===== src/verilog/theiaLite_params.svh =====
// Shared widths, opcodes and bus codes for the theiaLite shader core.
// Include in every RTL file; the guard keeps repeated includes harmless.
`ifndef THEIALITE_PARAMS_SVH
`define THEIALITE_PARAMS_SVH

`define WB_WIDTH        32   // Wishbone data and address
`define DATA_WIDTH      32
`define DATA_ADDR_WIDTH 4    // 16 data words
`define INSTR_WIDTH     16
`define ROM_ADDR_WIDTH  8    // 256 instructions

// Opcodes, anything else behaves as NOP
`define OP_NOP  4'd0
`define OP_ADD  4'd1
`define OP_SUB  4'd2
`define OP_AND  4'd3
`define OP_XOR  4'd4
`define OP_MOVI 4'd5
`define OP_ADDI 4'd6
`define OP_RET  4'd15

// Data memory owners
`define OWNER_CONFIG 2'd0
`define OWNER_EXE    2'd1
`define OWNER_IO     2'd2

`define OREG_PIXEL_COLOR 4'd14  // Colour sent per pixel
`define OREG_ADDR_O      4'd15  // Frame base address

// Slave target tags on TGA_I
`define TAG_DATA  2'd0
`define TAG_INSTR 2'd1
`define TAG_CREG  2'd2

`define CREG_START_LSB 0   // 8-bit microcode start
`define CREG_COUNT_LSB 8   // 8-bit pixel count

`endif


===== src/verilog/controlUnit.sv =====
// Control register and render FSM.
// Per pixel: run microcode, then write the pixel, until the count is reached.
`timescale 1ns/1ps
`default_nettype none
`include "theiaLite_params.svh"

module controlUnit (
  input  logic                       Clock,
  input  logic                       rst,
  input  logic                       MST_I,
  input  logic                       RENDREN_I,
  input  logic                       cregWrite,
  input  logic [15:0]                cregData,
  output logic [`ROM_ADDR_WIDTH-1:0] codeStart,
  output logic [1:0]                 busOwner,
  output logic                       exeReq,
  input  logic                       exeAck,
  output logic                       pixelReq,
  input  logic                       pixelAck,
  output logic [7:0]                 pixelIndex,
  output logic                       DONE_O
);

  localparam logic [2:0] IDLE  = 3'd0;
  localparam logic [2:0] RUN   = 3'd1;
  localparam logic [2:0] WRITE = 3'd2;
  localparam logic [2:0] NEXT  = 3'd3;
  localparam logic [2:0] DONE  = 3'd4;

  logic [15:0] creg;
  logic [7:0]  pixelCount;
  logic [2:0]  state;

  assign codeStart  = creg[`CREG_START_LSB +: `ROM_ADDR_WIDTH];
  assign pixelCount = creg[`CREG_COUNT_LSB +: 8];
  assign DONE_O     = (state == DONE);
  assign busOwner   = (state == RUN) ? `OWNER_EXE : (state == WRITE) ? `OWNER_IO
                                                                     : `OWNER_CONFIG;

  always_ff @(posedge Clock) begin
    if (rst) begin
      creg       <= '0;
      state      <= IDLE;
      exeReq     <= 1'b0;
      pixelReq   <= 1'b0;
      pixelIndex <= '0;
    end else begin
      if (cregWrite) creg <= cregData;
      case (state)
        IDLE: if (RENDREN_I && !MST_I) begin
          pixelIndex <= '0;
          state      <= (pixelCount == 8'd0) ? DONE : RUN;
          exeReq     <= (pixelCount != 8'd0);
        end
        RUN: begin
          if (exeReq && exeAck) exeReq <= 1'b0;
          else if (!exeReq && !exeAck) begin   // Handshake fully closed
            state    <= WRITE;
            pixelReq <= 1'b1;
          end
        end
        WRITE: begin
          if (pixelReq && pixelAck) pixelReq <= 1'b0;
          else if (!pixelReq && !pixelAck) state <= NEXT;
        end
        NEXT: begin
          if (pixelIndex == pixelCount - 8'd1) state <= DONE;  // Last pixel out
          else begin
            pixelIndex <= pixelIndex + 8'd1;
            state      <= RUN;
            exeReq     <= 1'b1;
          end
        end
        DONE:    if (!RENDREN_I) state <= IDLE;
        default: state <= IDLE;
      endcase
    end
  end

  oneRequest: assert property (@(posedge Clock) disable iff (rst) !(exeReq && pixelReq));

endmodule

`default_nettype wire


===== config.mk =====
export PLATFORM = sky130hd
export DESIGN_NAME = controlUnit
export DESIGN_NICKNAME = d
export VERILOG_FILES = /design/src/verilog/controlUnit.sv
export VERILOG_INCLUDE_DIRS = /design/src /design/src/verilog
export SDC_FILE = /design/constraint.sdc
export NUM_CORES = 1
export LEC_CHECK = 0
export BUFFER_PORTS_ARGS = -buffer_cell sky130_fd_sc_hd__buf_2
export CORE_ASPECT_RATIO = 1.1
export CORE_UTILIZATION = 40
export DETAILED_ROUTE_END_ITERATION = 8
export GPL_ROUTABILITY_DRIVEN = 0
export PLACE_DENSITY = 0.66
export SLEW_MARGIN = 30
export SYNTH_ARGS = -nofsm -noshare
export SYNTH_HDL_FRONTEND = slang
export SYNTH_SLANG_ARGS = --single-unit

===== constraint.sdc =====
create_clock -name Clock -period 2.3 [get_ports Clock]
set_input_delay 0.23 -clock Clock [delete_from_list [all_inputs] [get_ports Clock]]
set_output_delay 0.23 -clock Clock [all_outputs]
set_load 0.01 [all_outputs]

* Word level (Yosys, flattened, before mapping)
Index checks and enable logic that the tools add are counted.
Storage, ports and cells: flip-flop bits (word level) 29, bits of input ports 23, output and inout bits 21, word-level logic and storage cells 63
Cells by class: add/sub/neg operators 2, equal/unequal tests 14, mux-type cells 22, reductions and logical operators 20
Operators by type and width (count):
- 3-bit two-way mux | 8
- 8-bit two-way mux | 2
- 8-bit one-hot mux with 2 select lines | 1
- 3-bit one-hot mux with 5 select lines | 1
- 2-bit != test (second input constant) | 5
- 8-bit by 1-bit adder with 8-bit output (second input constant) | 1
- 8-bit == test | 1
- 8-bit logical NOT | 1
- 2-bit by 1-bit != test with 1-bit output (second input constant) | 4
- 4-bit AND reduction | 2
- 8-bit nonzero test | 1
- 8-bit by 1-bit subtractor with 8-bit output (second input constant) | 1
- 3-bit by 2-bit == test with 1-bit output (second input constant) | 2
- 1-bit two-way mux | 6
- 6-bit AND reduction | 1
- 1-bit logical AND | 5
- 1-bit logical NOT | 5
- 2-bit two-way mux | 2
- 2-bit nonzero test | 2
- 3-bit by 1-bit == test with 1-bit output (second input constant) | 1
- 3-bit == test (second input constant) | 1
- 3-bit logical NOT | 1
- 1-bit one-hot mux with 3 select lines | 1
- 3-bit AND reduction | 1
- 2 further kinds | 2

* Longest topological paths before layout
depth in word-level cells 5, depth in mapped cells 11

* Worst setup path before layout
Ideal clock, no wire load.
kind reg-to-reg, start point reg creg[8], end point reg exeReq, library setup time 71 ps, arrival time 2305 ps, data required time 2229 ps, setup slack -76 ps, cell stages (with the launch flop) 11, path buffers 2, period minus slack after synthesis 2376 ps, cells stage by stage dfxtp_1 clkbuf_1 inv_1 ha_1 clkbuf_1 o211a_1 o32ai_2 nor4_4 and2_4 or4_1 a21oi_1
Between the ends: word-level cells in the longest chain between the ends 4, elaborated cells between the ends (all ways) 7
Ends and longest elaborated chain:
- start, declared | line controlUnit.sv:30 | logic [15:0] creg;
- start signal, assigned | line controlUnit.sv:48 | if (cregWrite) creg <= cregData;
- 8-bit by 1-bit subtractor with 8-bit output | line controlUnit.sv:67 | if (pixelIndex == pixelCount - 8'd1) state <= DONE;
- 8-bit == test | line controlUnit.sv:67
- 2-bit != test (no source line)
- 4-bit AND reduction (no source line)
- end signal, assigned | line controlUnit.sv:53 | exeReq <= (pixelCount != 8'd0);
- end, declared | line controlUnit.sv:16 | output logic exeReq,
Parallel ways exist; a longest one is shown, timed or not. The select of a mux whose other input is x is not followed. A chain may end at the register's enable or synchronous reset.

* Final worst setup path
Same ends and word-level chain as after synthesis.

==> flow_summary.json <==
{
  "status": "finished clean",
  "grt_antenna_before_repair": 0,
  "asyncSetResetFlopFracSynth": 0,
  "syn-num-nets": 216,
  "drt-vias-per-instance": 5.15,
  "layout_common_cells": "buf_2 (43), dfxtp_1 (29), nor2_1 (23)",
  "syn_area_um2": 1660,
  "synth_top_flop_cell": "dfxtp_1",
  "net-switching-power_mw": 0.422,
  "holdBufCountCts": 0,
  "max_cap_viol_count": 0,
  "routed_wire_length_per_instance_um": 12.9,
  "worstHoldPathCells": 3,
  "slew-limit-headroom": 0.669,
  "floorplan.rows": 24,
  "final.fill_count": 421,
  "layout.cells.most_common": "buf_2",
  "final-seq-area_um2": 581,
  "drt_drc_violations_left": 0,
  "grtUsageTotal": 0.173,
  "tritoncts": "done",
  "clkTransAtPathRegs_ns": 0.06,
  "flop_pwr_share": 0.424,
  "dp_area_um2": 1880,
  "die_w_um": 63.4,
  "die_height_um": 69.6,
  "initial_core_util": 0.419,
  "min_period_ns": 2.15,
  "ys_ff_latch": 29,
  "postRouteAntennaNets": 0,
  "number_of_enable_type_register_cells_in_the_synthesized_netlist": 0,
  "timing_worst_slew_pin_value_ns": 0.496,
  "i_o_pin_cnt": 44,
  "vias": 1441,
  "tritoncts.num_buffers": 5,
  "worst_case_vdd_ir_drop_mv": 0.355,
  "intPower_mw": 0.947,
  "maxSlewViolCount": 0,
  "worst_ep_arrival_time_ns": 2.36,
  "critical_path.cell_chain": "inv_1 -> ha_1 -> buf_4 -> xnor2_1 -> nand4_1 -> o31a_1 -> nand2_1 -> and2_4 -> or4_1 -> a21oi_1",
  "worst_skew_pair.late_latency_ns": 0.28,
  "period_share": 0.933,
  "critical_path.max_fanout": 7,
  "design.core.area_um2": 3960,
  "critPathRequiredTime_ns": 2.51,
  "synth.yosys.warnings": 0,
  "detail_route.wirelength_mm": 3.61,
  "power_density_nw_per_um2": 689,
  "globalRoute.totalOverflow": 0,
  "critPathSlowestCell": "or4_1",
  "postSynthCellCount": 191,
  "numClockSinks": 29,
  "drive_gt1_frac": 0.285,
  "multiInputGateArea_um2": 973,
  "seq_area_frac_synth": 0.350,
  "flow.area_growth_from_synthesis_pct": 19.7,
  "number_of_port_buffers": 43,
  "busiest_layer": "met2",
  "cts.root.buffer_cell": "clkbuf_8",
  "power_switching_share": 0.308,
  "synthesis.area_per_instance_um2": 8.69,
  "whs_ns": 0.185,
  "setup-violations-final": 0,
  "synthDistinctLibCells": 42,
  "static-leakage-power_nw": 0.909,
  "dpl_worst_slack_ns": 0.138,
  "timing.final.hold_violations": 0,
  "worstHoldPathType": "input port to flop",
  "cp-end-kind": "flop",
  "instances_no_fill": 280,
  "place.detailed.instances": 273,
  "reg2reg_depth": 10,
  "clock_network_power_share": 0.308,
  "clock_tree.buffer_depth": 2,
  "fin_nets": 253,
  "timing.critical_path.slowest_cell_delay_ns": 0.50,
  "grt.met2_usage": 0.272,
  "detail_route.iter0.violations": 98,
  "clock_tree.htree_level_count": 2,
  "finalWorstSetupSlack_ns": 0.154,
  "fp.dieArea_um2": 4410,
  "fmax_ghz": 0.466,
  "layout.cell_area.non_filler_um2": 1990,
  "power.share.combinational": 0.268,
  "first_global_vias": 1302,
  "crit_type": "flop to flop",
  "first_pass_grt_wire_length_mm": 5.85,
  "critical_path.startpoint_type": "flop",
  "grt_start_max_net_pins": 26,
  "diode_count": 0,
  "drt-pass1-iter-count": 4,
  "dp_hpwl_mm": 2.68,
  "clock-skew-final_ns": 0.00441,
  "groute.layer.met1.usage": 0.206,
  "global_route.usage.met3": 0.0658
}
-- through the flow --
stage	power (mW)	util	setup TNS, ns
4_1_cts	1.38	0.497	0
2_1_floorplan	0.850	-	0
5_1_grt	1.44	0.502	-0.0390
6_report	1.37	0.502	0
3_3_place_gp	0.945	0.475	0
3_5_place_dp	0.953	0.475	0
-- power groups by stage --
stage	registers, mW	logic (mW)	clock network [mW]
after global placement	0.590	0.355	0
after CTS	0.580	0.364	0.433
after detailed placement	0.591	0.362	0
after global routing	0.585	0.407	0.453
after floorplan	0.581	0.269	0
final	0.581	0.367	0.421
-- layer usage --
layer  up-vias  part of all wire
li1        739                 -
met1       655              0.46
met2        41              0.46
met3         6             0.058
met4         0             0.020
met5         -                 0
-- synth_stat cells, types with 3 or more instances --
cell type | number | area (um2)
xnor2_1 | 5 | 43.8
a211oi_1 | 3 | 22.5
o21ai_0 | 6 | 30.0
mux2i_1 | 19 | 190
nor2_1 | 23 | 86.3
nor3_1 | 5 | 25.0
nand2_1 | 13 | 48.8
a21oi_1 | 10 | 50.1
dfxtp_1 | 29 | 581
xor2_1 | 5 | 43.8
nand4_1 | 3 | 18.8
clkbuf_1 | 11 | 41.3
inv_1 | 4 | 15.0
nand3_1 | 3 | 15.0
buf_4 | 9 | 67.6
nand2b_1 | 8 | 50.1
-- logic make-up (layout without fill, tap and decap cells) --
kind of cell,count (synthesis),after routing,synth area share
adder cells (fa/ha/maj),2,2,0.0151
AO/OA/AOI/OAI,36,36,0.156
multiplexers,19,19,0.115
XOR/XNOR,10,10,0.0527
AND/OR/NAND/NOR,71,71,0.237
buffers and inverters,24,61,0.0746
flip-flops,29,29,0.350
-- critical path, delay by kind of cell (launching register included) --
kind | cells | cell delay (ns)
and+or+nand+nor | 4 | 0.91
DFF | 1 | 0.32
AOI/OAI and AO/OA | 2 | 0.28
adders and majority gates | 1 | 0.25
buffers and inverters | 2 | 0.21
xor gates and xnor gates | 1 | 0.12
-- sequential cells by signal, summed over array words and instances, names as in the netlist --
name and cells:
creg 16, pixelIndex 8, state 3, exeReq 1
pixelReq 1
-- path summary, 6_finish.rpt --
kind,startpoint,end,slack [ns]
setup / recovery,creg[8],exeReq,0.15
setup reg to reg,creg[8],exeReq,0.15
hold / removal,cregData[7],creg[7],0.19
hold reg to reg,creg[2],creg[2],0.49
-- cell type report --
type	instances	share of cell area
sequential	29	0.292
clock buffer	7	0.0434
timing repair buffer	50	0.135
tap	52	0.0327
inverter	4	0.00755
multi-input combinational	138	0.490
-- what timing repair did --
item                       CTS  global route
buffers inserted             0             0
resized for setup            0             2
setup endpoints to repair    0             2
(Power assumes the default switching activity.)
