$ cat config.mk
export PLATFORM = sky130hd
export DESIGN_NAME = executionUnit_flat
export DESIGN_NICKNAME = d
export VERILOG_FILES = /design/src/verilog/theiaPkg.sv /design/src/verilog/memPortIf.sv /design/src/verilog/executionUnit.sv /design/src/flat_wrapper.sv
export VERILOG_INCLUDE_DIRS = /design/src /design/src/verilog
export SDC_FILE = /design/constraint.sdc
export NUM_CORES = 2
export LEC_CHECK = 0
export BUFFER_PORTS_ARGS = -buffer_cell sky130_fd_sc_hd__buf_4
export CAP_MARGIN = 20
export CELL_PAD_IN_SITES_DETAIL_PLACEMENT = 2
export CELL_PAD_IN_SITES_GLOBAL_PLACEMENT = 2
export CORE_MARGIN = 1.5
export CORE_UTILIZATION = 49
export CTS_CLUSTER_SIZE = 8
export DETAILED_ROUTE_END_ITERATION = 10
export PLACE_DENSITY = 0.84
export SYNTH_ARGS = -nofsm -noshare
export SYNTH_HDL_FRONTEND = slang
export SYNTH_SLANG_ARGS = --single-unit
$ cat constraint.sdc
create_clock -name Clock -period 6.56 [get_ports Clock]
set_input_delay 0.328 -clock Clock [delete_from_list [all_inputs] [get_ports Clock]]
set_output_delay 0.328 -clock Clock [all_outputs]
set_load 0.005 [all_outputs]
$ cat src/verilog/theiaLite_params.svh
// Shared widths, opcodes and bus codes for the theiaLite shader core.
// Include in every RTL file; the guard keeps repeated includes harmless.
`ifndef THEIALITE_PARAMS_SVH
`define THEIALITE_PARAMS_SVH

`define WB_WIDTH        32   // Wishbone data and address
`define DATA_WIDTH      32
`define DATA_ADDR_WIDTH 4    // 16 data words
`define INSTR_WIDTH     16
`define ROM_ADDR_WIDTH  8    // 256 instructions

// Opcodes, anything else behaves as NOP
`define OP_NOP  4'd0
`define OP_ADD  4'd1
`define OP_SUB  4'd2
`define OP_AND  4'd3
`define OP_XOR  4'd4
`define OP_MOVI 4'd5
`define OP_ADDI 4'd6
`define OP_RET  4'd15

// Data memory owners
`define OWNER_CONFIG 2'd0
`define OWNER_EXE    2'd1
`define OWNER_IO     2'd2

`define OREG_PIXEL_COLOR 4'd14  // Colour sent per pixel
`define OREG_ADDR_O      4'd15  // Frame base address

// Slave target tags on TGA_I
`define TAG_DATA  2'd0
`define TAG_INSTR 2'd1
`define TAG_CREG  2'd2

`define CREG_START_LSB 0   // 8-bit microcode start
`define CREG_COUNT_LSB 8   // 8-bit pixel count

`endif

$ cat src/verilog/theiaPkg.sv
// Instruction types for theiaLite.
// One 16-bit word, read either as three register operands or as an immediate.
`default_nettype none
`include "theiaLite_params.svh"

package theiaPkg;

  // Register form: dst = src0 op src1
  typedef struct packed {
    logic [3:0]                  opcode;
    logic [`DATA_ADDR_WIDTH-1:0] dst;
    logic [`DATA_ADDR_WIDTH-1:0] src0;
    logic [`DATA_ADDR_WIDTH-1:0] src1;
  } instrRegForm_t;

  // Immediate form for MOVI and ADDI
  typedef struct packed {
    logic [3:0]                  opcode;
    logic [`DATA_ADDR_WIDTH-1:0] dst;
    logic [7:0]                  imm;
  } instrImmForm_t;

  typedef union packed {
    instrRegForm_t r;
    instrImmForm_t i;  // Opcode and dst overlay the register form
  } instr_u;

endpackage

`default_nettype wire

$ cat src/verilog/memPortIf.sv
// One owner's view of the data memory.
// The owner drives addresses and writes; the memory returns two read words.
`timescale 1ns/1ps
`default_nettype none
`include "theiaLite_params.svh"

interface memPortIf;
  logic [`DATA_ADDR_WIDTH-1:0] readAddr0;
  logic [`DATA_ADDR_WIDTH-1:0] readAddr1;
  logic [`DATA_WIDTH-1:0]      readData0;  // Combinational
  logic [`DATA_WIDTH-1:0]      readData1;
  logic                        writeEnable;
  logic [`DATA_ADDR_WIDTH-1:0] writeAddr;
  logic [`DATA_WIDTH-1:0]      writeData;

  modport owner (
    output readAddr0, readAddr1, writeEnable, writeAddr, writeData,
    input  readData0, readData1
  );

  modport memory (
    input  readAddr0, readAddr1, writeEnable, writeAddr, writeData,
    output readData0, readData1
  );
endinterface

`default_nettype wire

$ cat src/verilog/executionUnit.sv
// Microcode engine: instruction memory, program counter and ALU.
// exeReq starts a run at codeStart; RET ends it and raises exeAck.
`timescale 1ns/1ps
`default_nettype none
`include "theiaLite_params.svh"

module executionUnit
  import theiaPkg::*;
(
  input  logic                       Clock,
  input  logic                       rst,
  input  logic                       instrWrite,
  input  logic [`ROM_ADDR_WIDTH-1:0] instrWriteAddr,
  input  instr_u                     instrWriteData,
  input  logic [`ROM_ADDR_WIDTH-1:0] codeStart,
  input  logic                       exeReq,
  output logic                       exeAck,
  memPortIf.owner                    mem
);

  localparam logic [1:0] IDLE  = 2'd0;
  localparam logic [1:0] FETCH = 2'd1;
  localparam logic [1:0] EXEC  = 2'd2;
  localparam logic [1:0] DONE  = 2'd3;  // Waiting for exeReq to drop

  instr_u imem [2**`ROM_ADDR_WIDTH];
  instr_u instr;                          // Current instruction
  logic [1:0]                 state;
  logic [`ROM_ADDR_WIDTH-1:0] pc;
  logic [`DATA_WIDTH-1:0]     immExt;
  logic [`DATA_WIDTH-1:0]     result;
  logic                       writes;

  assign exeAck = (state == DONE);

  always_ff @(posedge Clock) begin
    if (rst) begin
      state <= IDLE;
      pc    <= '0;
    end else begin
      case (state)
        IDLE:  if (exeReq) begin
          pc    <= codeStart;
          state <= FETCH;
        end
        FETCH: begin
          pc    <= pc + 1'b1;
          state <= EXEC;
        end
        EXEC:  state <= (instr.r.opcode == `OP_RET) ? DONE : FETCH;
        DONE:  if (!exeReq) state <= IDLE;  // Four-phase release
      endcase
    end
  end

  // Loader port and fetch register
  always_ff @(posedge Clock) begin
    if (instrWrite) imem[instrWriteAddr] <= instrWriteData;
    if (state == FETCH) instr <= imem[pc];
  end

  // ------------------------------------------------------------------------
  // Operand reads and ALU

  assign immExt = {{(`DATA_WIDTH-8){1'b0}}, instr.i.imm};

  // ADDI accumulates, so port 0 reads its own destination
  assign mem.readAddr0 = (instr.r.opcode == `OP_ADDI) ? instr.i.dst : instr.r.src0;
  assign mem.readAddr1 = instr.r.src1;

  always_comb begin
    result = '0;
    writes = 1'b1;
    case (instr.r.opcode)
      `OP_ADD:  result = mem.readData0 + mem.readData1;
      `OP_SUB:  result = mem.readData0 - mem.readData1;
      `OP_AND:  result = mem.readData0 & mem.readData1;
      `OP_XOR:  result = mem.readData0 ^ mem.readData1;
      `OP_MOVI: result = immExt;
      `OP_ADDI: result = mem.readData0 + immExt;
      default:  writes = 1'b0;             // NOP, RET and spare codes
    endcase
  end

  assign mem.writeEnable = (state == EXEC) && writes;
  assign mem.writeAddr   = instr.r.dst;    // Same bits in both forms
  assign mem.writeData   = result;

  // Memory belongs to this unit only while the request is up
  writeInRun: assert property (@(posedge Clock) disable iff (rst)
    mem.writeEnable |-> exeReq);

endmodule

`default_nettype wire

$ cat src/flat_wrapper.sv
// flat-port wrapper written by rule: the top's interface ports become plain ports
module executionUnit_flat import theiaPkg::*;
  (Clock, rst, instrWrite, instrWriteAddr, instrWriteData, codeStart, exeReq, exeAck, mem_readAddr0, mem_readAddr1, mem_writeEnable, mem_writeAddr, mem_writeData, mem_readData0, mem_readData1);
  memPortIf mem_i ();
  input  logic Clock;
  input  logic rst;
  input  logic instrWrite;
  input  logic [`ROM_ADDR_WIDTH-1:0] instrWriteAddr;
  input  instr_u instrWriteData;
  input  logic [`ROM_ADDR_WIDTH-1:0] codeStart;
  input  logic exeReq;
  output logic exeAck;
  output wire logic [$bits(mem_i.readAddr0)-1:0] mem_readAddr0;
  output wire logic [$bits(mem_i.readAddr1)-1:0] mem_readAddr1;
  output wire logic [$bits(mem_i.writeEnable)-1:0] mem_writeEnable;
  output wire logic [$bits(mem_i.writeAddr)-1:0] mem_writeAddr;
  output wire logic [$bits(mem_i.writeData)-1:0] mem_writeData;
  input wire logic [$bits(mem_i.readData0)-1:0] mem_readData0;
  input wire logic [$bits(mem_i.readData1)-1:0] mem_readData1;
  assign mem_readAddr0 = mem_i.readAddr0;
  assign mem_readAddr1 = mem_i.readAddr1;
  assign mem_writeEnable = mem_i.writeEnable;
  assign mem_writeAddr = mem_i.writeAddr;
  assign mem_writeData = mem_i.writeData;
  assign mem_i.readData0 = mem_readData0;
  assign mem_i.readData1 = mem_readData1;
  executionUnit u_core (.Clock(Clock), .rst(rst), .instrWrite(instrWrite), .instrWriteAddr(instrWriteAddr), .instrWriteData(instrWriteData), .codeStart(codeStart), .exeReq(exeReq), .exeAck(exeAck), .mem(mem_i));
endmodule
==> results of run 1 <==
==> metrics by stage <==
stage                   std cells  setup WS (ns)
after floorplan              7614           2.06
after global placement      12100          0.959
==> kinds of logic after synthesis <==
group / Yosys count / share of synthesized area (%)
flip-flops: 4122 / 76.2
multiplexers: 1369 / 16.3
AND/OR/NAND/NOR: 768 / 2.04
AO/OA/AOI/OAI: 766 / 3.13
buffers and inverters: 473 / 1.49
adder cells (fa/ha/maj): 74 / 0.575
XOR/XNOR: 42 / 0.227
==> metrics.cfg, run 1 <==
[synthesis]
yosys-top-cells-count = edfxtp_1, mux4_2, nor2_1
yosys-top-cells-area = edfxtp_1, mux4_2, mux2i_1, nor2_1, ha_1
ys_warn_count = 0
syn_inst = 7614
synthArstFlopShare_pct = 0
synth_cell_types = 71
syn_nets = 7788
post-synth-top-count-cell = edfxtp_1
syn_avg_cell_area_um2 = 21.3
synth-main-ff-cell = edfxtp_1
ys_ff_latch = 4122
synth_top_area_share_pct = 76.1
netlist_area_um2 = 162000
yosysSeqAreaShare_pct = 76.2
synth_top_area_cell = edfxtp_1
synth_edf_count = 4112

[run_status]
outcome = aborted with a tool error
firstError = [ERROR DPL-0033] detailed placement checks failed during check placement.
stop_stage = detailed placement

[die]
initial_utilization_pct = 49.2
row_count = 211
die_height_um = 578
die_x_um = 578
io_pins = 146

[place]
gp_congestion = 0.892
io_buffers = 145
hpwl_um = 438000

==> run 2, diff against run 1 <==
--- a/config.mk
+++ b/config.mk
@@ -8,13 +8,10 @@
 export LEC_CHECK = 0
 export BUFFER_PORTS_ARGS = -buffer_cell sky130_fd_sc_hd__buf_4
 export CAP_MARGIN = 20
-export CELL_PAD_IN_SITES_DETAIL_PLACEMENT = 2
-export CELL_PAD_IN_SITES_GLOBAL_PLACEMENT = 2
 export CORE_MARGIN = 1.5
-export CORE_UTILIZATION = 49
-export CTS_CLUSTER_SIZE = 8
+export CORE_UTILIZATION = 34
 export DETAILED_ROUTE_END_ITERATION = 10
-export PLACE_DENSITY = 0.84
+export PLACE_DENSITY_LB_ADDON = 0.15
 export SYNTH_ARGS = -nofsm -noshare
 export SYNTH_HDL_FRONTEND = slang
 export SYNTH_SLANG_ARGS = --single-unit
==> metrics.cfg, run 2 <==
[clock_network]
clkSinkCount = 4122
cts_max_level = 5
tritoncts = done
cts_setup_buffers = 0
cts_buffers = 435
path_clk_slew_ns = 0.06
clock_path_buffers = 4
clock_latency_ns = 1.02
root_buffer = clkbuf_16

[cells_and_area]
syn2layout_area_growth_pct = 15.9
final_common_cell = edfxtp_1
reg_top3 = u_core.imem x4096, u_core.instr x16, u_core.pc x8
largest_reg_flops = 4096
fin_util_pct = 39.6
layout_common_cells = edfxtp_1, mux4_2, buf_4, clkbuf_16, mux2i_1
layout.nets = 8402
regMostFlops = u_core.imem
drive_gt1_share_pct = 29.1

[synthesis]
syn_inst = 7614
ys_warn_count = 0
syn_nets = 7788
synth_cell_types = 71
synth_top_area_cell = edfxtp_1
synth_top_area_share_pct = 76.1
post-synth-top-count-cell = edfxtp_1
netlist_area_um2 = 162000
yosysSeqAreaShare_pct = 76.2
synth_edf_count = 4112
ys_ff_latch = 4122
syn_avg_cell_area_um2 = 21.3
synth-main-ff-cell = edfxtp_1
synthArstFlopShare_pct = 0
yosys-top-cells-area = edfxtp_1, mux4_2, mux2i_1, nor2_1, ha_1
yosys-top-cells-count = edfxtp_1, mux4_2, nor2_1

[die]
row_count = 253
die_x_um = 694
coreArea_um2 = 475000
die_height_um = 694
initial_utilization_pct = 34.2
io_pins = 146
dieArea_um2 = 481000

[place]
gp_congestion = 0.851
hpwl_um = 307000
io_buffers = 145
place_ws_ns = 1.01

[worst_setup_path]
cp-end-kind = output port
critical_path.top_delay_family = simple AND/OR/NAND/NOR gates
critPathMaxFanout = 19
required_ns = 6.23
critical-path-max-stage-delay_ns = 0.75
rr_endpoint = u_core.instr[7]$_DFFE_PP_
worst-r2r-setup-slack_ns = 1.54
cp_data_arrival_time_ns = 5.86
startpoint_type = register
cp_num_buf_inv = 2
timing.rr.start = u_core.pc[0]$_SDFFE_PP0P_
cp-endpoint = mem_writeData[24]
cp_common_cell = o21ai_0
slowest_stage = and2_1
crit_chain = nor3b_2 -> and2_1 -> nand2_1 -> o21ai_0 -> ha_1 -> inv_1 -> fa_1 -> nand2b_1 -> a21oi_1 -> o21ai_0 -> a31oi_1 -> o21ai_0 -> nand2_1 -> a221oi_1 -> xor2_1 -> o21ai_0 -> buf_4
setup.worst_path.class = register to output port
crit_cells = 17
r2r_cells = 8
crit_start = u_core.instr[15]$_DFFE_PP_

[detailed_routing]
final_antenna_net_count = 0
drt_iter0_markers = 9588
vias = 82900
vias_per_cell = 5.58
remaining_drc_errors = 0
wirelength_um = 513000
drt_pass1_iterations = 9
routedWlPerCell_um = 34.5

[pwr]
irDropWorstVdd_uv = 248
p_leak_nw = 57.8
power_density_nw_per_um2 = 311

[global_routing]
track_usage_pct = 20.9
grt_pass1_vias = 83600
overflow = 0
grt_pass1_wl_um = 703000
grt_max_degree = 181
antenna_found_initial = 50

[sta]
tns_ns = 0
skew_ns = 0.0795
slew_headroom_pct = -9.51
final-hold-violation-count = 0
setup_viol = 0
fmax_mhz = 162
finalCriticalPeriod_ns = 6.19
worst_pin_slew_ns = 1.64
slew_viol_final = 64
period_share_pct = 94.3
finalWorstSetupSlack_ns = 0.374

[run_status]
violations = max-slew violations
outcome = complete, but fails checks

[flow_run]
maxCapViolations = 0

[min_path]
min_path_type = input pin to register

-- run 2: cell counts after synthesis --
No cell type changed its count.
-- run 2: worst min-delay path by stage --
stage / start / to / depth (start not counted)
detailed placement: rst / u_core.pc[7]$_SDFFE_PP0P_ / 2
floorplan: instrWriteData[0] / u_core.imem[0][0]$_DFFE_PP_ / 0
finish: instrWriteAddr[2] / u_core.imem[172][14]$_DFFE_PP_ / 3
CTS: rst / u_core.state[0]$_SDFFE_PP0P_ / 3
global route: rst / u_core.pc[3]$_SDFFE_PP0P_ / 3
global placement: rst / u_core.pc[7]$_SDFFE_PP0P_ / 2
-- run 2: worst reg2reg max path, stage by stage, from the launching register on --
cell,delay (ns)
dfxtp_4,1.04
buf_4,0.64
buf_4,0.46
mux4_2,0.59
mux4_2,0.57
o21ai_0,0.46
nor2_1,0.23
o221ai_1,0.61
o31ai_1,0.16
-- run 2: cell families (layout without fill, tap and decap cells) --
family / count (synthesis) / after routing / share of synthesized area (%)
DFF: 4122 / 4122 / 76.2
muxes: 1369 / 1369 / 16.3
and+or+nand+nor: 768 / 768 / 2.04
AOI/OAI and AO/OA: 766 / 766 / 3.13
buffers and inverters: 473 / 1442 / 1.49
adders and majority gates: 74 / 74 / 0.575
xor gates and xnor gates: 42 / 42 / 0.227
other: 0 / 22 / 0
-- run 2: what timing repair did --
action,4_1_cts,5_1_grt
gates resized for setup,0,0
setup endpoints to repair,0,0
hold endpoints to repair,1054,0
hold buffers,27,0
-- run 2: cell type report --
type | instances | area [um^2]
diodes | 22 | 55.1
clock buffers | 528 | 11300
clock inverters | 264 | 2330
fillers | 42200 | 287000
inverters | 17 | 83.8
multi-input cells | 3019 | 37000
flip-flops and latches | 4122 | 124000
well taps | 6247 | 7820
repair buffers | 633 | 5740
-- run 2: through the flow --
step	hold slack [ns]	total power [mW]	instances	cell area, um^2
detailed placement	0.590	35.1	14000	174000
finish	0.136	58.5	14900	188000
floorplan	0.427	32.5	7614	162000
global placement	0.583	35.0	14000	174000
CTS	0.0372	59.0	14800	188000
global route	0.101	60.1	14800	188000
-- run 2: layer usage --
metal	global-route usage [%]	vias to the layer above	wire length, um
met5	0	-	59
met4	4.97	8	13000
met3	2.85	603	31300
met2	33.7	3049	243000
met1	30.1	45800	225000
li1	-	33400	-
-- run 2: power by group --
part	internal [mW]	switching, mW
Sequential	29.1	0.115
Combinational	1.95	3.40
Clock	13.6	10.4
Total	44.6	13.9
Power figures use the tool's default switching activity.
