**config.mk**
```make
export PLATFORM = sky130hd
export DESIGN_NAME = ioUnit_flat
export DESIGN_NICKNAME = d
export VERILOG_FILES = /design/src/verilog/memPortIf.sv /design/src/verilog/ioUnit.sv /design/src/flat_wrapper.sv
export VERILOG_INCLUDE_DIRS = /design/src /design/src/verilog
export SDC_FILE = /design/constraint.sdc
export NUM_CORES = 1
export LEC_CHECK = 0
export BUFFER_PORTS_ARGS = -buffer_cell sky130_fd_sc_hd__buf_2
export CORE_AREA = 2 2 159 161
export CTS_CLUSTER_DIAMETER = 60
export DETAILED_ROUTE_END_ITERATION = 10
export DIE_AREA = 0 0 161 163
export HOLD_SLACK_MARGIN = 0.15
export PLACE_DENSITY_LB_ADDON = 0.25
export SLEW_MARGIN = 15
export SYNTH_ARGS = -nofsm -noshare
export SYNTH_HDL_FRONTEND = slang
export SYNTH_SLANG_ARGS = --single-unit
```
**constraint.sdc**
```tcl
create_clock -name Clock -period 6.1 [get_ports Clock]
set_clock_uncertainty 0.1 [all_clocks]
set_input_delay 1.22 -clock Clock [delete_from_list [all_inputs] [get_ports Clock]]
set_output_delay 1.22 -clock Clock [all_outputs]
set_load 0.02 [all_outputs]
```
**src/verilog/theiaLite_params.svh**
```systemverilog
// Shared widths, opcodes and bus codes for the theiaLite shader core.
// Include in every RTL file; the guard keeps repeated includes harmless.
`ifndef THEIALITE_PARAMS_SVH
`define THEIALITE_PARAMS_SVH

`define WB_WIDTH        32   // Wishbone data and address
`define DATA_WIDTH      32
`define DATA_ADDR_WIDTH 4    // 16 data words
`define INSTR_WIDTH     16
`define ROM_ADDR_WIDTH  8    // 256 instructions

// Opcodes, anything else behaves as NOP
`define OP_NOP  4'd0
`define OP_ADD  4'd1
`define OP_SUB  4'd2
`define OP_AND  4'd3
`define OP_XOR  4'd4
`define OP_MOVI 4'd5
`define OP_ADDI 4'd6
`define OP_RET  4'd15

// Data memory owners
`define OWNER_CONFIG 2'd0
`define OWNER_EXE    2'd1
`define OWNER_IO     2'd2

`define OREG_PIXEL_COLOR 4'd14  // Colour sent per pixel
`define OREG_ADDR_O      4'd15  // Frame base address

// Slave target tags on TGA_I
`define TAG_DATA  2'd0
`define TAG_INSTR 2'd1
`define TAG_CREG  2'd2

`define CREG_START_LSB 0   // 8-bit microcode start
`define CREG_COUNT_LSB 8   // 8-bit pixel count

`endif

```
**src/verilog/memPortIf.sv**
```systemverilog
// One owner's view of the data memory.
// The owner drives addresses and writes; the memory returns two read words.
`timescale 1ns/1ps
`default_nettype none
`include "theiaLite_params.svh"

interface memPortIf;
  logic [`DATA_ADDR_WIDTH-1:0] readAddr0;
  logic [`DATA_ADDR_WIDTH-1:0] readAddr1;
  logic [`DATA_WIDTH-1:0]      readData0;  // Combinational
  logic [`DATA_WIDTH-1:0]      readData1;
  logic                        writeEnable;
  logic [`DATA_ADDR_WIDTH-1:0] writeAddr;
  logic [`DATA_WIDTH-1:0]      writeData;

  modport owner (
    output readAddr0, readAddr1, writeEnable, writeAddr, writeData,
    input  readData0, readData1
  );

  modport memory (
    input  readAddr0, readAddr1, writeEnable, writeAddr, writeData,
    output readData0, readData1
  );
endinterface

`default_nettype wire

```
**src/verilog/ioUnit.sv**
```systemverilog
// Wishbone side of the core.
// Slave: configuration writes by TGA_I while MST_I is high.
// Master: one pixel write per pixelReq, colour from word 14 to word 15 + index.
`timescale 1ns/1ps
`default_nettype none
`include "theiaLite_params.svh"

module ioUnit (
  input  logic                        Clock,
  input  logic                        rst,
  input  logic                        MST_I,
  input  logic [`WB_WIDTH-1:0]        DAT_I,
  input  logic [`WB_WIDTH-1:0]        ADR_I,
  input  logic                        CYC_I,
  input  logic                        STB_I,
  input  logic                        WE_I,
  input  logic [1:0]                  TGA_I,
  output logic                        ACK_O,
  output logic [`WB_WIDTH-1:0]        DAT_O,
  output logic [`WB_WIDTH-1:0]        ADR_O,
  output logic                        CYC_O,
  output logic                        STB_O,
  output logic                        WE_O,
  input  logic                        ACK_I,
  input  logic                        GNT_I,
  memPortIf.owner                     configPort,
  memPortIf.owner                     pixelPort,
  output logic                        instrWrite,
  output logic [`ROM_ADDR_WIDTH-1:0]  instrWriteAddr,
  output logic [`INSTR_WIDTH-1:0]     instrWriteData,
  output logic                        cregWrite,
  output logic [15:0]                 cregData,
  input  logic [7:0]                  pixelIndex,
  input  logic                        pixelReq,
  output logic                        pixelAck
);

  logic slaveWrite;
  logic accepted;

  // ------------------------------------------------------------------------
  // Slave, writes only

  assign slaveWrite = MST_I && CYC_I && STB_I && WE_I && !ACK_O;  // Idle in ACK cycle

  always_ff @(posedge Clock) begin
    if (rst) ACK_O <= 1'b0;
    else     ACK_O <= slaveWrite;   // Exactly one cycle later
  end

  assign configPort.writeEnable = slaveWrite && (TGA_I == `TAG_DATA);
  assign configPort.writeAddr   = ADR_I[`DATA_ADDR_WIDTH-1:0];
  assign configPort.writeData   = DAT_I;
  assign configPort.readAddr0   = '0;  // Config side never reads
  assign configPort.readAddr1   = '0;

  assign instrWrite     = slaveWrite && (TGA_I == `TAG_INSTR);
  assign instrWriteAddr = ADR_I[`ROM_ADDR_WIDTH-1:0];
  assign instrWriteData = DAT_I[`INSTR_WIDTH-1:0];
  assign cregWrite      = slaveWrite && (TGA_I == `TAG_CREG);
  assign cregData       = DAT_I[15:0];

  // ------------------------------------------------------------------------
  // Master, one write per pixel

  assign pixelPort.readAddr0   = `OREG_PIXEL_COLOR;
  assign pixelPort.readAddr1   = `OREG_ADDR_O;
  assign pixelPort.writeEnable = 1'b0;
  assign pixelPort.writeAddr   = '0;
  assign pixelPort.writeData   = '0;

  assign accepted = STB_O && ACK_I && GNT_I;

  always_ff @(posedge Clock) begin
    if (rst) begin
      {CYC_O, STB_O, WE_O} <= 3'b000;
      pixelAck             <= 1'b0;
    end else if (accepted) begin
      {CYC_O, STB_O, WE_O} <= 3'b000;
      pixelAck             <= 1'b1;
    end else if (pixelReq && !pixelAck && !STB_O) begin
      {CYC_O, STB_O, WE_O} <= 3'b111;
    end else if (!pixelReq) begin
      pixelAck <= 1'b0;
    end
  end

  // Payload latched at cycle start, held through wait states
  always_ff @(posedge Clock) begin
    if (pixelReq && !pixelAck && !STB_O) begin
      DAT_O <= pixelPort.readData0;
      ADR_O <= pixelPort.readData1 + {{(`WB_WIDTH-8){1'b0}}, pixelIndex};
    end
  end

  holdPayload: assert property (@(posedge Clock) disable iff (rst)
    STB_O && !accepted |=> $stable(ADR_O) && $stable(DAT_O) && WE_O);

endmodule

`default_nettype wire

```
**src/flat_wrapper.sv**
```systemverilog
// flat-port wrapper written by rule: the top's interface ports become plain ports
module ioUnit_flat 
  (Clock, rst, MST_I, DAT_I, ADR_I, CYC_I, STB_I, WE_I, TGA_I, ACK_O, DAT_O, ADR_O, CYC_O, STB_O, WE_O, ACK_I, GNT_I, instrWrite, instrWriteAddr, instrWriteData, cregWrite, cregData, pixelIndex, pixelReq, pixelAck, configPort_readAddr0, configPort_readAddr1, configPort_writeEnable, configPort_writeAddr, configPort_writeData, configPort_readData0, configPort_readData1, pixelPort_readAddr0, pixelPort_readAddr1, pixelPort_writeEnable, pixelPort_writeAddr, pixelPort_writeData, pixelPort_readData0, pixelPort_readData1);
  memPortIf configPort_i ();
  memPortIf pixelPort_i ();
  input  logic Clock;
  input  logic rst;
  input  logic MST_I;
  input  logic [`WB_WIDTH-1:0] DAT_I;
  input  logic [`WB_WIDTH-1:0] ADR_I;
  input  logic CYC_I;
  input  logic STB_I;
  input  logic WE_I;
  input  logic [1:0] TGA_I;
  output logic ACK_O;
  output logic [`WB_WIDTH-1:0] DAT_O;
  output logic [`WB_WIDTH-1:0] ADR_O;
  output logic CYC_O;
  output logic STB_O;
  output logic WE_O;
  input  logic ACK_I;
  input  logic GNT_I;
  output logic instrWrite;
  output logic [`ROM_ADDR_WIDTH-1:0] instrWriteAddr;
  output logic [`INSTR_WIDTH-1:0] instrWriteData;
  output logic cregWrite;
  output logic [15:0] cregData;
  input  logic [7:0] pixelIndex;
  input  logic pixelReq;
  output logic pixelAck;
  output wire logic [$bits(configPort_i.readAddr0)-1:0] configPort_readAddr0;
  output wire logic [$bits(configPort_i.readAddr1)-1:0] configPort_readAddr1;
  output wire logic [$bits(configPort_i.writeEnable)-1:0] configPort_writeEnable;
  output wire logic [$bits(configPort_i.writeAddr)-1:0] configPort_writeAddr;
  output wire logic [$bits(configPort_i.writeData)-1:0] configPort_writeData;
  input wire logic [$bits(configPort_i.readData0)-1:0] configPort_readData0;
  input wire logic [$bits(configPort_i.readData1)-1:0] configPort_readData1;
  output wire logic [$bits(pixelPort_i.readAddr0)-1:0] pixelPort_readAddr0;
  output wire logic [$bits(pixelPort_i.readAddr1)-1:0] pixelPort_readAddr1;
  output wire logic [$bits(pixelPort_i.writeEnable)-1:0] pixelPort_writeEnable;
  output wire logic [$bits(pixelPort_i.writeAddr)-1:0] pixelPort_writeAddr;
  output wire logic [$bits(pixelPort_i.writeData)-1:0] pixelPort_writeData;
  input wire logic [$bits(pixelPort_i.readData0)-1:0] pixelPort_readData0;
  input wire logic [$bits(pixelPort_i.readData1)-1:0] pixelPort_readData1;
  assign configPort_readAddr0 = configPort_i.readAddr0;
  assign configPort_readAddr1 = configPort_i.readAddr1;
  assign configPort_writeEnable = configPort_i.writeEnable;
  assign configPort_writeAddr = configPort_i.writeAddr;
  assign configPort_writeData = configPort_i.writeData;
  assign configPort_i.readData0 = configPort_readData0;
  assign configPort_i.readData1 = configPort_readData1;
  assign pixelPort_readAddr0 = pixelPort_i.readAddr0;
  assign pixelPort_readAddr1 = pixelPort_i.readAddr1;
  assign pixelPort_writeEnable = pixelPort_i.writeEnable;
  assign pixelPort_writeAddr = pixelPort_i.writeAddr;
  assign pixelPort_writeData = pixelPort_i.writeData;
  assign pixelPort_i.readData0 = pixelPort_readData0;
  assign pixelPort_i.readData1 = pixelPort_readData1;
  ioUnit u_core (.Clock(Clock), .rst(rst), .MST_I(MST_I), .DAT_I(DAT_I), .ADR_I(ADR_I), .CYC_I(CYC_I), .STB_I(STB_I), .WE_I(WE_I), .TGA_I(TGA_I), .ACK_O(ACK_O), .DAT_O(DAT_O), .ADR_O(ADR_O), .CYC_O(CYC_O), .STB_O(STB_O), .WE_O(WE_O), .ACK_I(ACK_I), .GNT_I(GNT_I), .configPort(configPort_i), .pixelPort(pixelPort_i), .instrWrite(instrWrite), .instrWriteAddr(instrWriteAddr), .instrWriteData(instrWriteData), .cregWrite(cregWrite), .cregData(cregData), .pixelIndex(pixelIndex), .pixelReq(pixelReq), .pixelAck(pixelAck));
endmodule
```
-- Word level (Yosys, flattened, before mapping)
Cells that the tools add are included.
W data, S select, Z words.
- equal/unequal tests: 4
- reductions and logical operators: 17
- $add $sub $neg: 1
- mux-type cells: 3
- operators by type and width (operator ; count):
    $add A32 B8 Y32 ; 1
    $logic_and A1 B1 Y1 ; 11
    $ne A2 B1 Y1 const B ; 2
    $logic_not A1 Y1 ; 3
    $mux W1 ; 3
    $eq A2 B1 Y1 const B ; 1
    $eq A2 B2 Y1 const B ; 1
    $logic_not A2 Y1 ; 1
    $reduce_and A2 Y1 ; 1
    $reduce_or A2 Y1 ; 1
- output and inout port bits: 201
- flip-flop bits (word level): 67

-- Logic depth before layout (Yosys ltp)
Gate-level depths: netlist (run 1).
- depth in word-level cells: 5
- gate-level depth with buffers: 7
- depth with buffers taken out: 7

-- Worst setup path after synthesis (run 1)
Ideal clock, no wire load.
- path type: in2reg
- from: input port pixelReq
- to: register u_core.ADR_O[0], enable pin
- setup slack: 1.292 ns
- setup time: 0.493 ns
- required time: 5.507 ns
- stages: 2
- arrival time: 4.215 ns
- cells stage by stage: nor2b_1 > nor2b_1
- word-level cells in the longest chain between the ends: 2
- RTL lines (element ; line ; text):
    start: declaration ; flat_wrapper.sv:29 ; input logic pixelReq;
    $logic_and A1 B1 Y1 (2 in series) ; ioUnit.sv:90 ; if (pixelReq && !pixelAck && !STB_O) begin
    end signal: assignment ; ioUnit.sv:92 ; ADR_O <= pixelPort.readData1 + {{(`WB_WIDTH-8){1'b0}}, pixelIndex};
    end: declaration ; ioUnit.sv:20 ; output logic [`WB_WIDTH-1:0] ADR_O,
No other way between the ends.
A chain may end at the register's enable or synchronous reset.

-- Final worst setup path (run 1)
- from: input port WE_I
- to: output port instrWrite
- word-level cells in the longest chain between the ends: 3
- RTL lines (element ; line ; text):
    start: declaration ; flat_wrapper.sv:13 ; input logic WE_I;
    $logic_and A1 B1 Y1 (2 in series) ; ioUnit.sv:44 ; assign slaveWrite = MST_I && CYC_I && STB_I && WE_I && !ACK_O;
    $logic_and A1 B1 Y1 ; ioUnit.sv:57 ; assign instrWrite = slaveWrite && (TGA_I == `TAG_INSTR);
    end: declaration ; flat_wrapper.sv:23 ; output logic instrWrite;
No other way between the ends.

==> results of run 1 <==
==> final cells by class <==
cell class / instances / share of cell area
Antenna cell: 1 / 0.000526
Clock buffer: 9 / 0.0474
Timing Repair Buffer: 157 / 0.167
Sequential cell: 67 / 0.417
Clock inverter: 7 / 0.0261
Multi-Input combinational cell: 185 / 0.253
Tap cell: 330 / 0.0869
Inverter: 3 / 0.00237
==> power groups by stage <==
stage	clock network, W	registers [W]	logic (W)
after global routing	0.000652	0.000556	0.000233
after CTS	0.000635	0.000554	0.000216
after global placement	0	0.000564	0.000215
final	0.000614	0.000554	0.000213
after detailed placement	0	0.000564	0.000215
after floorplan	0	0.000606	0.000191
==> sequential cells by signal, summed over array words and instances (netlist names) <==
name,count
u_core.DAT_O,32
u_core.ADR_O,32
u_core.ACK_O,1
u_core.pixelAck,1
u_core.WE_O,1
==> cells in the final DEF, fill, tap and decap left out, drive strengths merged, types with 2 or more instances in the layout <==
master,n
buf,157
edfxtp,64
conb,53
xnor2,15
nand2,15
xor2,13
nand3,10
nor2,10
a21oi,9
clkbuf,9
nand4,9
ha,8
o21ai,5
a2111oi,5
nor3,4
a211oi,4
nor2b,4
and3,4
inv,4
bufinv,3
dfxtp,3
a21o,2
nor3b,2
clkinv,2
or2,2
==> kinds of logic (layout without fill, tap and decap cells) <==
| family | count (synthesis) | count (layout) | share of synthesized area |
|---|---|---|---|
| flops | 67 | 67 | 0.493 |
| compound gates | 31 | 31 | 0.0694 |
| fa+ha+maj | 9 | 9 | 0.0299 |
| other cells | 2 | 54 | 0.00187 |
| simple gates | 63 | 63 | 0.0849 |
| buf+inv | 139 | 176 | 0.258 |
| mux | 1 | 1 | 0.00249 |
| xor+xnor | 28 | 28 | 0.0610 |
==> critical path, stage by stage <==
cell	delay (ns)
buf_2	0.07
nand4_1	0.08
or2_2	0.31
nor3b_1	0.19
buf_2	0.19
==> stage by stage <==
step	std cells	cell area (um^2)
CTS	758	4750
global placement	742	4400
floorplan	391	4210
global route	758	4750
detailed placement	742	4400
finish	759	4750
==> worst max-delay path by stage <==
stage	startpoint	endpoint	cells after the start
2_1_floorplan	pixelReq	u_core.ADR_O[0]	2
3_3_place_gp	pixelPort_readData1[4]	u_core.ADR_O[15]	7
3_5_place_dp	pixelPort_readData1[4]	u_core.ADR_O[15]	7
4_1_cts	WE_I	cregWrite	5
5_1_grt	pixelPort_readData1[4]	u_core.ADR_O[15]	7
6_report	WE_I	instrWrite	5
==> per-layer routing <==
metal,wire length [um],share of wire
met1,3740,0.36
met2,4980,0.47
met3,1230,0.12
met4,512,0.049
met5,27,0.0026
==> impl_metrics.json, run 1 <==
{
  "outcome": "finished clean",
  "slew_viol_final": 0,
  "cp.required_ns": 4.78,
  "maxSlewHeadroom": 0.405,
  "yosysSeqAreaShare": 0.493,
  "antenna_found_initial": 3,
  "area_growth_pct": 18.2,
  "grt_util_met3": 0.0323,
  "cts_root_buffer": "clkbuf_16",
  "rsz0062_at_grt": "false",
  "numCtsBuffers": 9,
  "post-place-ws_ns": 2.39,
  "synth_cell_types": 41,
  "clockPowerShare": 0.445,
  "insertion_delay_ns": 0.33,
  "setup_viol": 0,
  "yosys.area.top_type": "edfxtp_1",
  "cp-start-kind": "input port",
  "cts.sinks": 67,
  "multiInputGateArea_um2": 1200,
  "drc": 0,
  "cp_max_fo": 4,
  "drt-vias-per-instance": 3.37,
  "synthTopCellsByCount": "135 x buf_4, 64 x edfxtp_1, 15 x xnor2_1",
  "synth_top_area_frac": 0.478,
  "synth_edf_count": 64,
  "gr-usage-met2": 0.132,
  "cts_resized": 0,
  "dieArea_um2": 26200,
  "grt_pass1_wl_um": 14900,
  "seq_power_share": 0.401,
  "fillers": 2781,
  "ys_seq_elements": 67,
  "core-area_um2": 24700,
  "die_y_um": 163,
  "cap_violations": 0,
  "power.total_w": 0.00138,
  "io_pins": 412,
  "ff2ff_path_depth": 3,
  "wirelength_um": 10500,
  "busiest_layer": "met2",
  "finalCoreUtilization": 0.193,
  "post-route-period-util": 0.556,
  "internal_power_w": 0.00101,
  "yosys-top-cells-area": "edfxtp_1 48%, buf_4 25%, xnor2_1 3.3%",
  "synth.most_common_cell": "buf_4",
  "grt-ovfl-total": 0,
  "grt_use_met1": 0.0749,
  "drt-wirelength-per-cell_um": 13.8,
  "drive_gt1_frac": 0.435,
  "netlist_area_um2": 4020,
  "postRouteAntennaNets": 0,
  "hp-start": "u_core.pixelAck",
  "clockBufferDepth": 2,
  "r2r-end": "u_core.ADR_O[11]",
  "globalplace.congestion": 0.766,
  "clkSlewWorstSetupHoldPaths_ns": 0.06,
  "worstMarginPinSlew_ns": 0.893,
  "dr.pass1.iters": 6,
  "whs_ns": 0.383,
  "num_vias": 2561,
  "cts_setup_buffers": 0,
  "cts_tree": "built",
  "setup_slack_ns": 2.71,
  "hold_viol": 0,
  "port_buffers": 154,
  "min_path_type": "reg -> reg",
  "vdd.ir_drop.worst_v": 0.000142,
  "p_per_area_nw_per_um2": 290,
  "endpoint_kind": "output pin",
  "syn_inst": 340,
  "grt_max_degree": 65,
  "r2r_setup_slack_ns": 4.30,
  "initial_core_util": 0.163,
  "rows": 58,
  "power_switching_w": 0.000366,
  "fmax_ghz": 0.295,
  "regArea_um2": 1980,
  "min_path_cells": 2,
  "critPathArrivalTime_ns": 2.07,
  "synthFlopType": "edfxtp_1",
  "p_leak_nw": 1.96,
  "ys_async_sr_fraction": 0,
  "drt-initial-drc-count": 90,
  "grt_pass1_vias": 2515,
  "tns_ns": 0,
  "switching_share": 0.265,
  "postCtsHoldBufs": 0,
  "grt_use_total": 0.0760,
  "avgSynthCellArea_um2": 11.8,
  "path_class": "in -> out",
  "die_w_um": 161,
  "pwr-share-comb": 0.154,
  "cts.htree.levels": 3,
  "whs_endpoint": "u_core.pixelAck",
  "reg2reg_from": "u_core.pixelAck",
  "period_needed_ns": 3.39,
  "ys_warn_count": 0,
  "final_nets": 643,
  "hpwlAfterDp_um": 8360
}
Power figures use the tool's default switching activity.
==> run 2: changes to the inputs <==
==> constraint.sdc (replaced) <==
create_clock -name Clock -period 3.2 [get_ports Clock]
set_clock_uncertainty 0.1 [all_clocks]
set_input_delay 0.64 -clock Clock [delete_from_list [all_inputs] [get_ports Clock]]
set_output_delay 0.64 -clock Clock [all_outputs]
set_load 0.02 [all_outputs]
==> run 2 against run 1 <==
  * Sequential share of layout area rose by 0.49 points
  * Sequential power rose by 90%
  * Register-to-register slack worse by 2.9 ns
  * Via count is 2.0% lower
  * Combinational power rose by 92%
  * Core utilization is 0.22 points lower
  * Routed wire length shrank 5.9%
  * Cell count unchanged
  * Sequential cell count unchanged
  * Clock power grew 47%
  * Critical path type is now in -> reg
  * Largest cell class unchanged
  * Largest power group is now registers
==> impl_metrics.json, run 2 (same netlist as run 1, synthesis figures left out) <==
{
  "clkSlewWorstSetupHoldPaths_ns": 0.06,
  "insertion_delay_ns": 0.32,
  "path_delay_family": "simple AND/OR/NAND/NOR gates",
  "grt-ovfl-total": 0,
  "critPathArrivalTime_ns": 2.52,
  "p_leak_nw": 1.93,
  "postRouteAntennaNets": 0,
  "drt-initial-drc-count": 129,
  "drt-wirelength-per-cell_um": 13.0,
  "grt_use_total": 0.0707,
  "dr.pass1.iters": 4,
  "top_regs": "u_core.ADR_O: 32 flops, u_core.DAT_O: 32 flops",
  "clockBufferDepth": 2,
  "path_buf_inv": 1,
  "layout_commonest_cell": "buf_2",
  "grt_pass1_wl_um": 14300,
  "dieArea_um2": 26200,
  "post-route-period-util": 0.796,
  "io_pins": 412,
  "port_buffers": 154,
  "seq_power_share": 0.445,
  "cap_violations": 0,
  "fillers": 2733,
  "cts_root_buffer": "clkbuf_16",
  "globalplace.congestion": 0.820,
  "place_area_um2": 4420,
  "num_vias": 2509,
  "vdd.ir_drop.worst_v": 0.000188,
  "wirelength_um": 9880,
  "maxSlewHeadroom": 0.520,
  "outcome": "finished clean",
  "period_needed_ns": 2.55,
  "stdcell_area_um2": 4700,
  "internal_power_w": 0.00170,
  "cts.htree.levels": 3,
  "hold_viol": 0,
  "fmax_ghz": 0.393,
  "power_switching_w": 0.000673,
  "die_y_um": 163,
  "slowest_delay_ns": 0.57,
  "min_path_type": "reg -> reg",
  "clockPowerShare": 0.382,
  "cp-start-kind": "input port",
  "tns_ns": 0,
  "die_w_um": 161,
  "slew_viol_final": 0,
  "drc": 0,
  "worstMarginPinSlew_ns": 0.717,
  "cp_max_fo": 8,
  "grt_max_degree": 51,
  "postCtsHoldBufs": 0,
  "hpwlAfterDp_um": 8020,
  "rsz0062_at_grt": "false",
  "whs_ns": 0.377,
  "antenna_cells": 0,
  "setup_viol": 0,
  "fin_cells": 759,
  "cts_setup_buffers": 0,
  "crit_slowest_cell": "nor2_1",
  "numCtsBuffers": 9,
  "cts_resized": 0,
  "switching_share": 0.284,
  "path_cells": "buf_2 > ha_1 > a21oi_1 > o221a_2 > nor2_1 > nand3_1 > xnor2_1",
  "drt-vias-per-instance": 3.31,
  "rows": 58,
  "final_nets": 644,
  "cts_tree": "built",
  "area_growth_pct": 16.8,
  "grt_pass1_vias": 2467,
  "cts.sinks": 67,
  "dp_cells": 743,
  "pwr-share-comb": 0.173,
  "core-area_um2": 24700,
  "initial_core_util": 0.163,
  "path_class": "in -> reg",
  "endpoint_kind": "flip-flop",
  "antenna_found_initial": 0,
  "cp.required_ns": 3.18,
  "p_per_area_nw_per_um2": 504,
  "layout_common_cells": "154 x buf_2, 64 x edfxtp_1, 53 x conb_1",
  "drive_gt1_frac": 0.436
}
-- run 2: cell types whose count changed in the layout (fill, tap and decap cells not counted), sizes merged --
cell,before,now
bufinv,3,0
buf,157,158
clkinvlp,1,2
diode,1,0
clkinv,2,3
inv,4,5
-- run 2: stage by stage --
| step | util | setup slack [ns] | total power, W |
|---|---|---|---|
| finish | 0.190 | 0.654 | 0.00237 |
| global route | 0.190 | 0.450 | 0.00248 |
| CTS | 0.190 | 0.616 | 0.00241 |
| detailed placement | 0.179 | 0.262 | 0.00149 |
| global placement | 0.179 | 0.284 | 0.00148 |
| floorplan | - | 0.196 | 0.00152 |
-- run 2: path summary, 6_finish.rpt --
path / startpoint / to / slack [ns] / cells past startpoint
worst max-delay path: pixelIndex[4] / u_core.ADR_O[18] / 0.65 / 7
worst min-delay path: u_core.pixelAck / u_core.pixelAck / 0.38 / 2
worst max register to register: u_core.pixelAck / u_core.ADR_O[26] / 1.44 / 3
worst min register to register: u_core.pixelAck / u_core.pixelAck / 0.38 / 2
-- run 2: worst register-to-register path: stages (launching register included) --
cell and delay (ns):
dfxtp_1 0.32, nor2b_1 0.15, nor2b_4 0.48, buf_12 0.33
-- run 2: power by group through the flow --
stage | registers [W] | clock network [W] | logic (W)
floorplan | 0.00115 | 0 | 0.000364
global placement | 0.00107 | 0 | 0.000412
detailed placement | 0.00107 | 0 | 0.000413
CTS | 0.00106 | 0.000937 | 0.000414
global route | 0.00106 | 0.000977 | 0.000446
finish | 0.00105 | 0.000905 | 0.000409
-- run 2: final cells by class --
cell class	count	area, um^2	share of cell area
sequential	67	1980	0.422
inverter	3	11.3	0.00240
multi-input combinational	185	1200	0.256
clock inverter	7	51.3	0.0109
tap	330	413	0.0879
timing repair buffer	158	813	0.173
clock buffer	9	225	0.0479
-- run 2: per-layer routing --
metal	global-route usage	wire length (um)	vias up	share of wire
met5	0	0	-	0
met4	0.0560	630	0	0.064
met3	0.0211	1190	70	0.12
met2	0.118	4480	167	0.45
met1	0.0744	3580	1103	0.36
li1	-	-	1169	-
==> run 3: changes to the inputs <==
--- a/config.mk
+++ b/config.mk
@@ -6,11 +6,12 @@
 export SDC_FILE = /design/constraint.sdc
 export NUM_CORES = 1
 export LEC_CHECK = 0
+export ABC_AREA = 1
 export BUFFER_PORTS_ARGS = -buffer_cell sky130_fd_sc_hd__buf_2
-export CORE_AREA = 2 2 159 161
+export CORE_AREA = 2 2 158 160
 export CTS_CLUSTER_DIAMETER = 60
 export DETAILED_ROUTE_END_ITERATION = 10
-export DIE_AREA = 0 0 161 163
+export DIE_AREA = 0 0 160 162
 export HOLD_SLACK_MARGIN = 0.15
 export PLACE_DENSITY_LB_ADDON = 0.25
 export SLEW_MARGIN = 15
==> constraint.sdc (replaced) <==
create_clock -name Clock -period 2.5 [get_ports Clock]
set_clock_uncertainty 0.1 [all_clocks]
set_input_delay 0.5 -clock Clock [delete_from_list [all_inputs] [get_ports Clock]]
set_output_delay 0.5 -clock Clock [all_outputs]
set_load 0.02 [all_outputs]
==> run 3 against run 2 <==
  * Die area fell by 1.2%
  * Combinational power rose by 48%
  * Largest power group is now the clock network
  * First-iteration DRC count rose by 13%
  * Clock power rose by 65%
  * Count of clock-buffer cells in the layout did not move
  * Core utilization rose by 2.5 points
  * Routed wire length rose by 17%
==> impl_metrics.json, run 3 <==
{
  "layout_common_cells": "154 x buf_2, 101 x nand2_1, 64 x edfxtp_1",
  "grt_max_degree": 20,
  "wirelength_um": 11500,
  "drt-wirelength-per-cell_um": 12.9,
  "p_per_area_nw_per_um2": 666,
  "top_regs": "u_core.ADR_O: 32 flops, u_core.DAT_O: 32 flops",
  "ys_seq_elements": 67,
  "area_growth_pct": 19.6,
  "path_class": "in -> reg",
  "synth.most_common_cell": "buf_4",
  "whs_ns": 0.241,
  "yosys-top-cells-area": "edfxtp_1 44%, buf_4 23%, nand2_1 8.7%",
  "cts_tree": "built",
  "avgSynthCellArea_um2": 9.20,
  "synth_cell_types": 28,
  "clkSlewWorstSetupHoldPaths_ns": 0.06,
  "die_w_um": 160,
  "cts.htree.levels": 3,
  "yosys.area.top_type": "edfxtp_1",
  "initial_core_util": 0.180,
  "yosysSeqAreaShare": 0.457,
  "postCtsHoldBufs": 0,
  "die_y_um": 162,
  "post-route-period-util": 0.811,
  "setup_viol": 0,
  "endpoint_kind": "flip-flop",
  "rows": 57,
  "vdd.ir_drop.worst_v": 0.000251,
  "cts.sinks": 67,
  "path_common_cell": "nand2_1",
  "min_path_type": "in -> reg",
  "synth_top_area_frac": 0.443,
  "dr.pass1.iters": 4,
  "insertion_delay_ns": 0.33,
  "worstMarginPinSlew_ns": 0.693,
  "maxSlewHeadroom": 0.538,
  "cts_resized": 0,
  "finalCoreUtilization": 0.215,
  "ys_async_sr_fraction": 0,
  "period_needed_ns": 2.03,
  "switching_share": 0.272,
  "critPathArrivalTime_ns": 2.01,
  "grt_pass1_wl_um": 16800,
  "numCtsBuffers": 9,
  "power_switching_w": 0.000941,
  "cap_violations": 0,
  "syn_inst": 472,
  "hold_viol": 0,
  "drt-initial-drc-count": 146,
  "grt_use_total": 0.0858,
  "pwr-share-comb": 0.175,
  "antenna_found_initial": 2,
  "busiest_layer": "met2",
  "clockBufferDepth": 2,
  "synthTopCellsByCount": "131 x buf_4, 101 x nand2_1, 64 x edfxtp_1",
  "netlist_area_um2": 4340,
  "core-area_um2": 24100,
  "layout_commonest_cell": "buf_2",
  "drc": 0,
  "crit_slowest_cell": "fa_1",
  "grt_pass1_vias": 2905,
  "port_buffers": 154,
  "grt_use_met1": 0.0905,
  "internal_power_w": 0.00252,
  "cts_root_buffer": "clkbuf_16",
  "grt-ovfl-total": 0,
  "seq_power_share": 0.394,
  "outcome": "finished clean",
  "postRouteAntennaNets": 0,
  "ys_warn_count": 0,
  "dieArea_um2": 25900,
  "final_nets": 786,
  "p_leak_nw": 2.47,
  "synth_edf_count": 64,
  "cp-start-kind": "input port",
  "cp_max_fo": 5,
  "drive_gt1_frac": 0.363,
  "hpwlAfterDp_um": 9610,
  "rsz0062_at_grt": "false",
  "cp.required_ns": 2.48,
  "synthFlopType": "edfxtp_1",
  "slowest_delay_ns": 0.41,
  "globalplace.congestion": 0.779,
  "path_cells": "buf_2 > ha_1 > fa_1 > nand2_1 > nand2_1 > nand3_1 > nand2_1 > nand2_1 > nand2_2 > nand3_1 > nand2_1",
  "io_pins": 412,
  "slew_viol_final": 0,
  "gr-usage-met2": 0.143,
  "clockPowerShare": 0.431,
  "grt_util_met3": 0.0337,
  "fmax_ghz": 0.494,
  "cts_setup_buffers": 0,
  "num_vias": 3092,
  "drt-vias-per-instance": 3.45
}
run 3: cell types whose count changed in the layout (fill, tap and decap cells not counted), sizes merged, moves of 5 or more:
cell | before | now
xnor2 | 15 | 1
a2111oi | 5 | 0
inv | 5 | 47
nor3 | 4 | 13
nand3b | 0 | 5
nand4 | 9 | 4
nand3 | 10 | 34
nor2 | 10 | 24
buf | 158 | 163
nand2 | 15 | 112
run 3: cells by family after synthesis:
logic type,synth area share
buffers and inverters,0.266
flip-flops,0.457
adder cells (fa/ha/maj),0.0277
AO/OA/AOI/OAI,0.00692
AND/OR/NAND/NOR,0.216
XOR/XNOR,0.0242
other,0.00173
run 3: path summary, 6_finish.rpt:
kind	start	endpoint	slack, ns	cells past startpoint
worst max-delay path	pixelPort_readData1[0]	u_core.ADR_O[18]	0.47	11
worst min-delay path	pixelPort_readData0[25]	u_core.DAT_O[25]	0.24	1
worst max register to register	u_core.WE_O	u_core.ADR_O[6]	0.83	2
worst min register to register	u_core.pixelAck	u_core.pixelAck	0.41	2
run 3: worst max-delay path, delay by kind of cell:
kind,cells,cell delay [ns]
adder cells (fa/ha/maj),2,0.63
buffers and inverters,1,0.10
AND/OR/NAND/NOR,8,0.77
run 3: area by class of cell:
type | instances | area, um^2
Fill cell | 2697 | 18900
Sequential cell | 67 | 1980
Multi-Input combinational cell | 279 | 1410
Timing Repair Buffer | 163 | 876
Tap cell | 324 | 405
Clock buffer | 9 | 225
Inverter | 46 | 173
Clock inverter | 7 | 124
Antenna cell | 1 | 2.50
run 3: stage by stage:
step                      instance area [um^2]  setup WS (ns)  TNS, ns  instances  power (W)
after global placement                    4840          0.131        0        879    0.00200
after detailed placement                  4840          0.124        0        879    0.00200
after floorplan                           4540         -0.209   -13.59        523    0.00199
after CTS                                 5190          0.480        0        895    0.00352
final                                     5190          0.474        0        896    0.00346
after global routing                      5190          0.400        0        895    0.00361
run 3: power by group through the flow:
| stage | combinational, W | sequential (W) | clock, W |
|---|---|---|---|
| 6_report | 0.000605 | 0.00136 | 0.00149 |
| 5_1_grt | 0.000661 | 0.00137 | 0.00158 |
| 4_1_cts | 0.000615 | 0.00136 | 0.00154 |
| 3_5_place_dp | 0.000613 | 0.00139 | 0 |
| 3_3_place_gp | 0.000612 | 0.00139 | 0 |
| 2_1_floorplan | 0.000485 | 0.00150 | 0 |
run 3: metal layers:
metal  routed length (um)  part of all wire
met5                   11           0.00095
met4                  605             0.052
met3                 1240              0.11
met2                 5220              0.45
met1                 4460              0.39
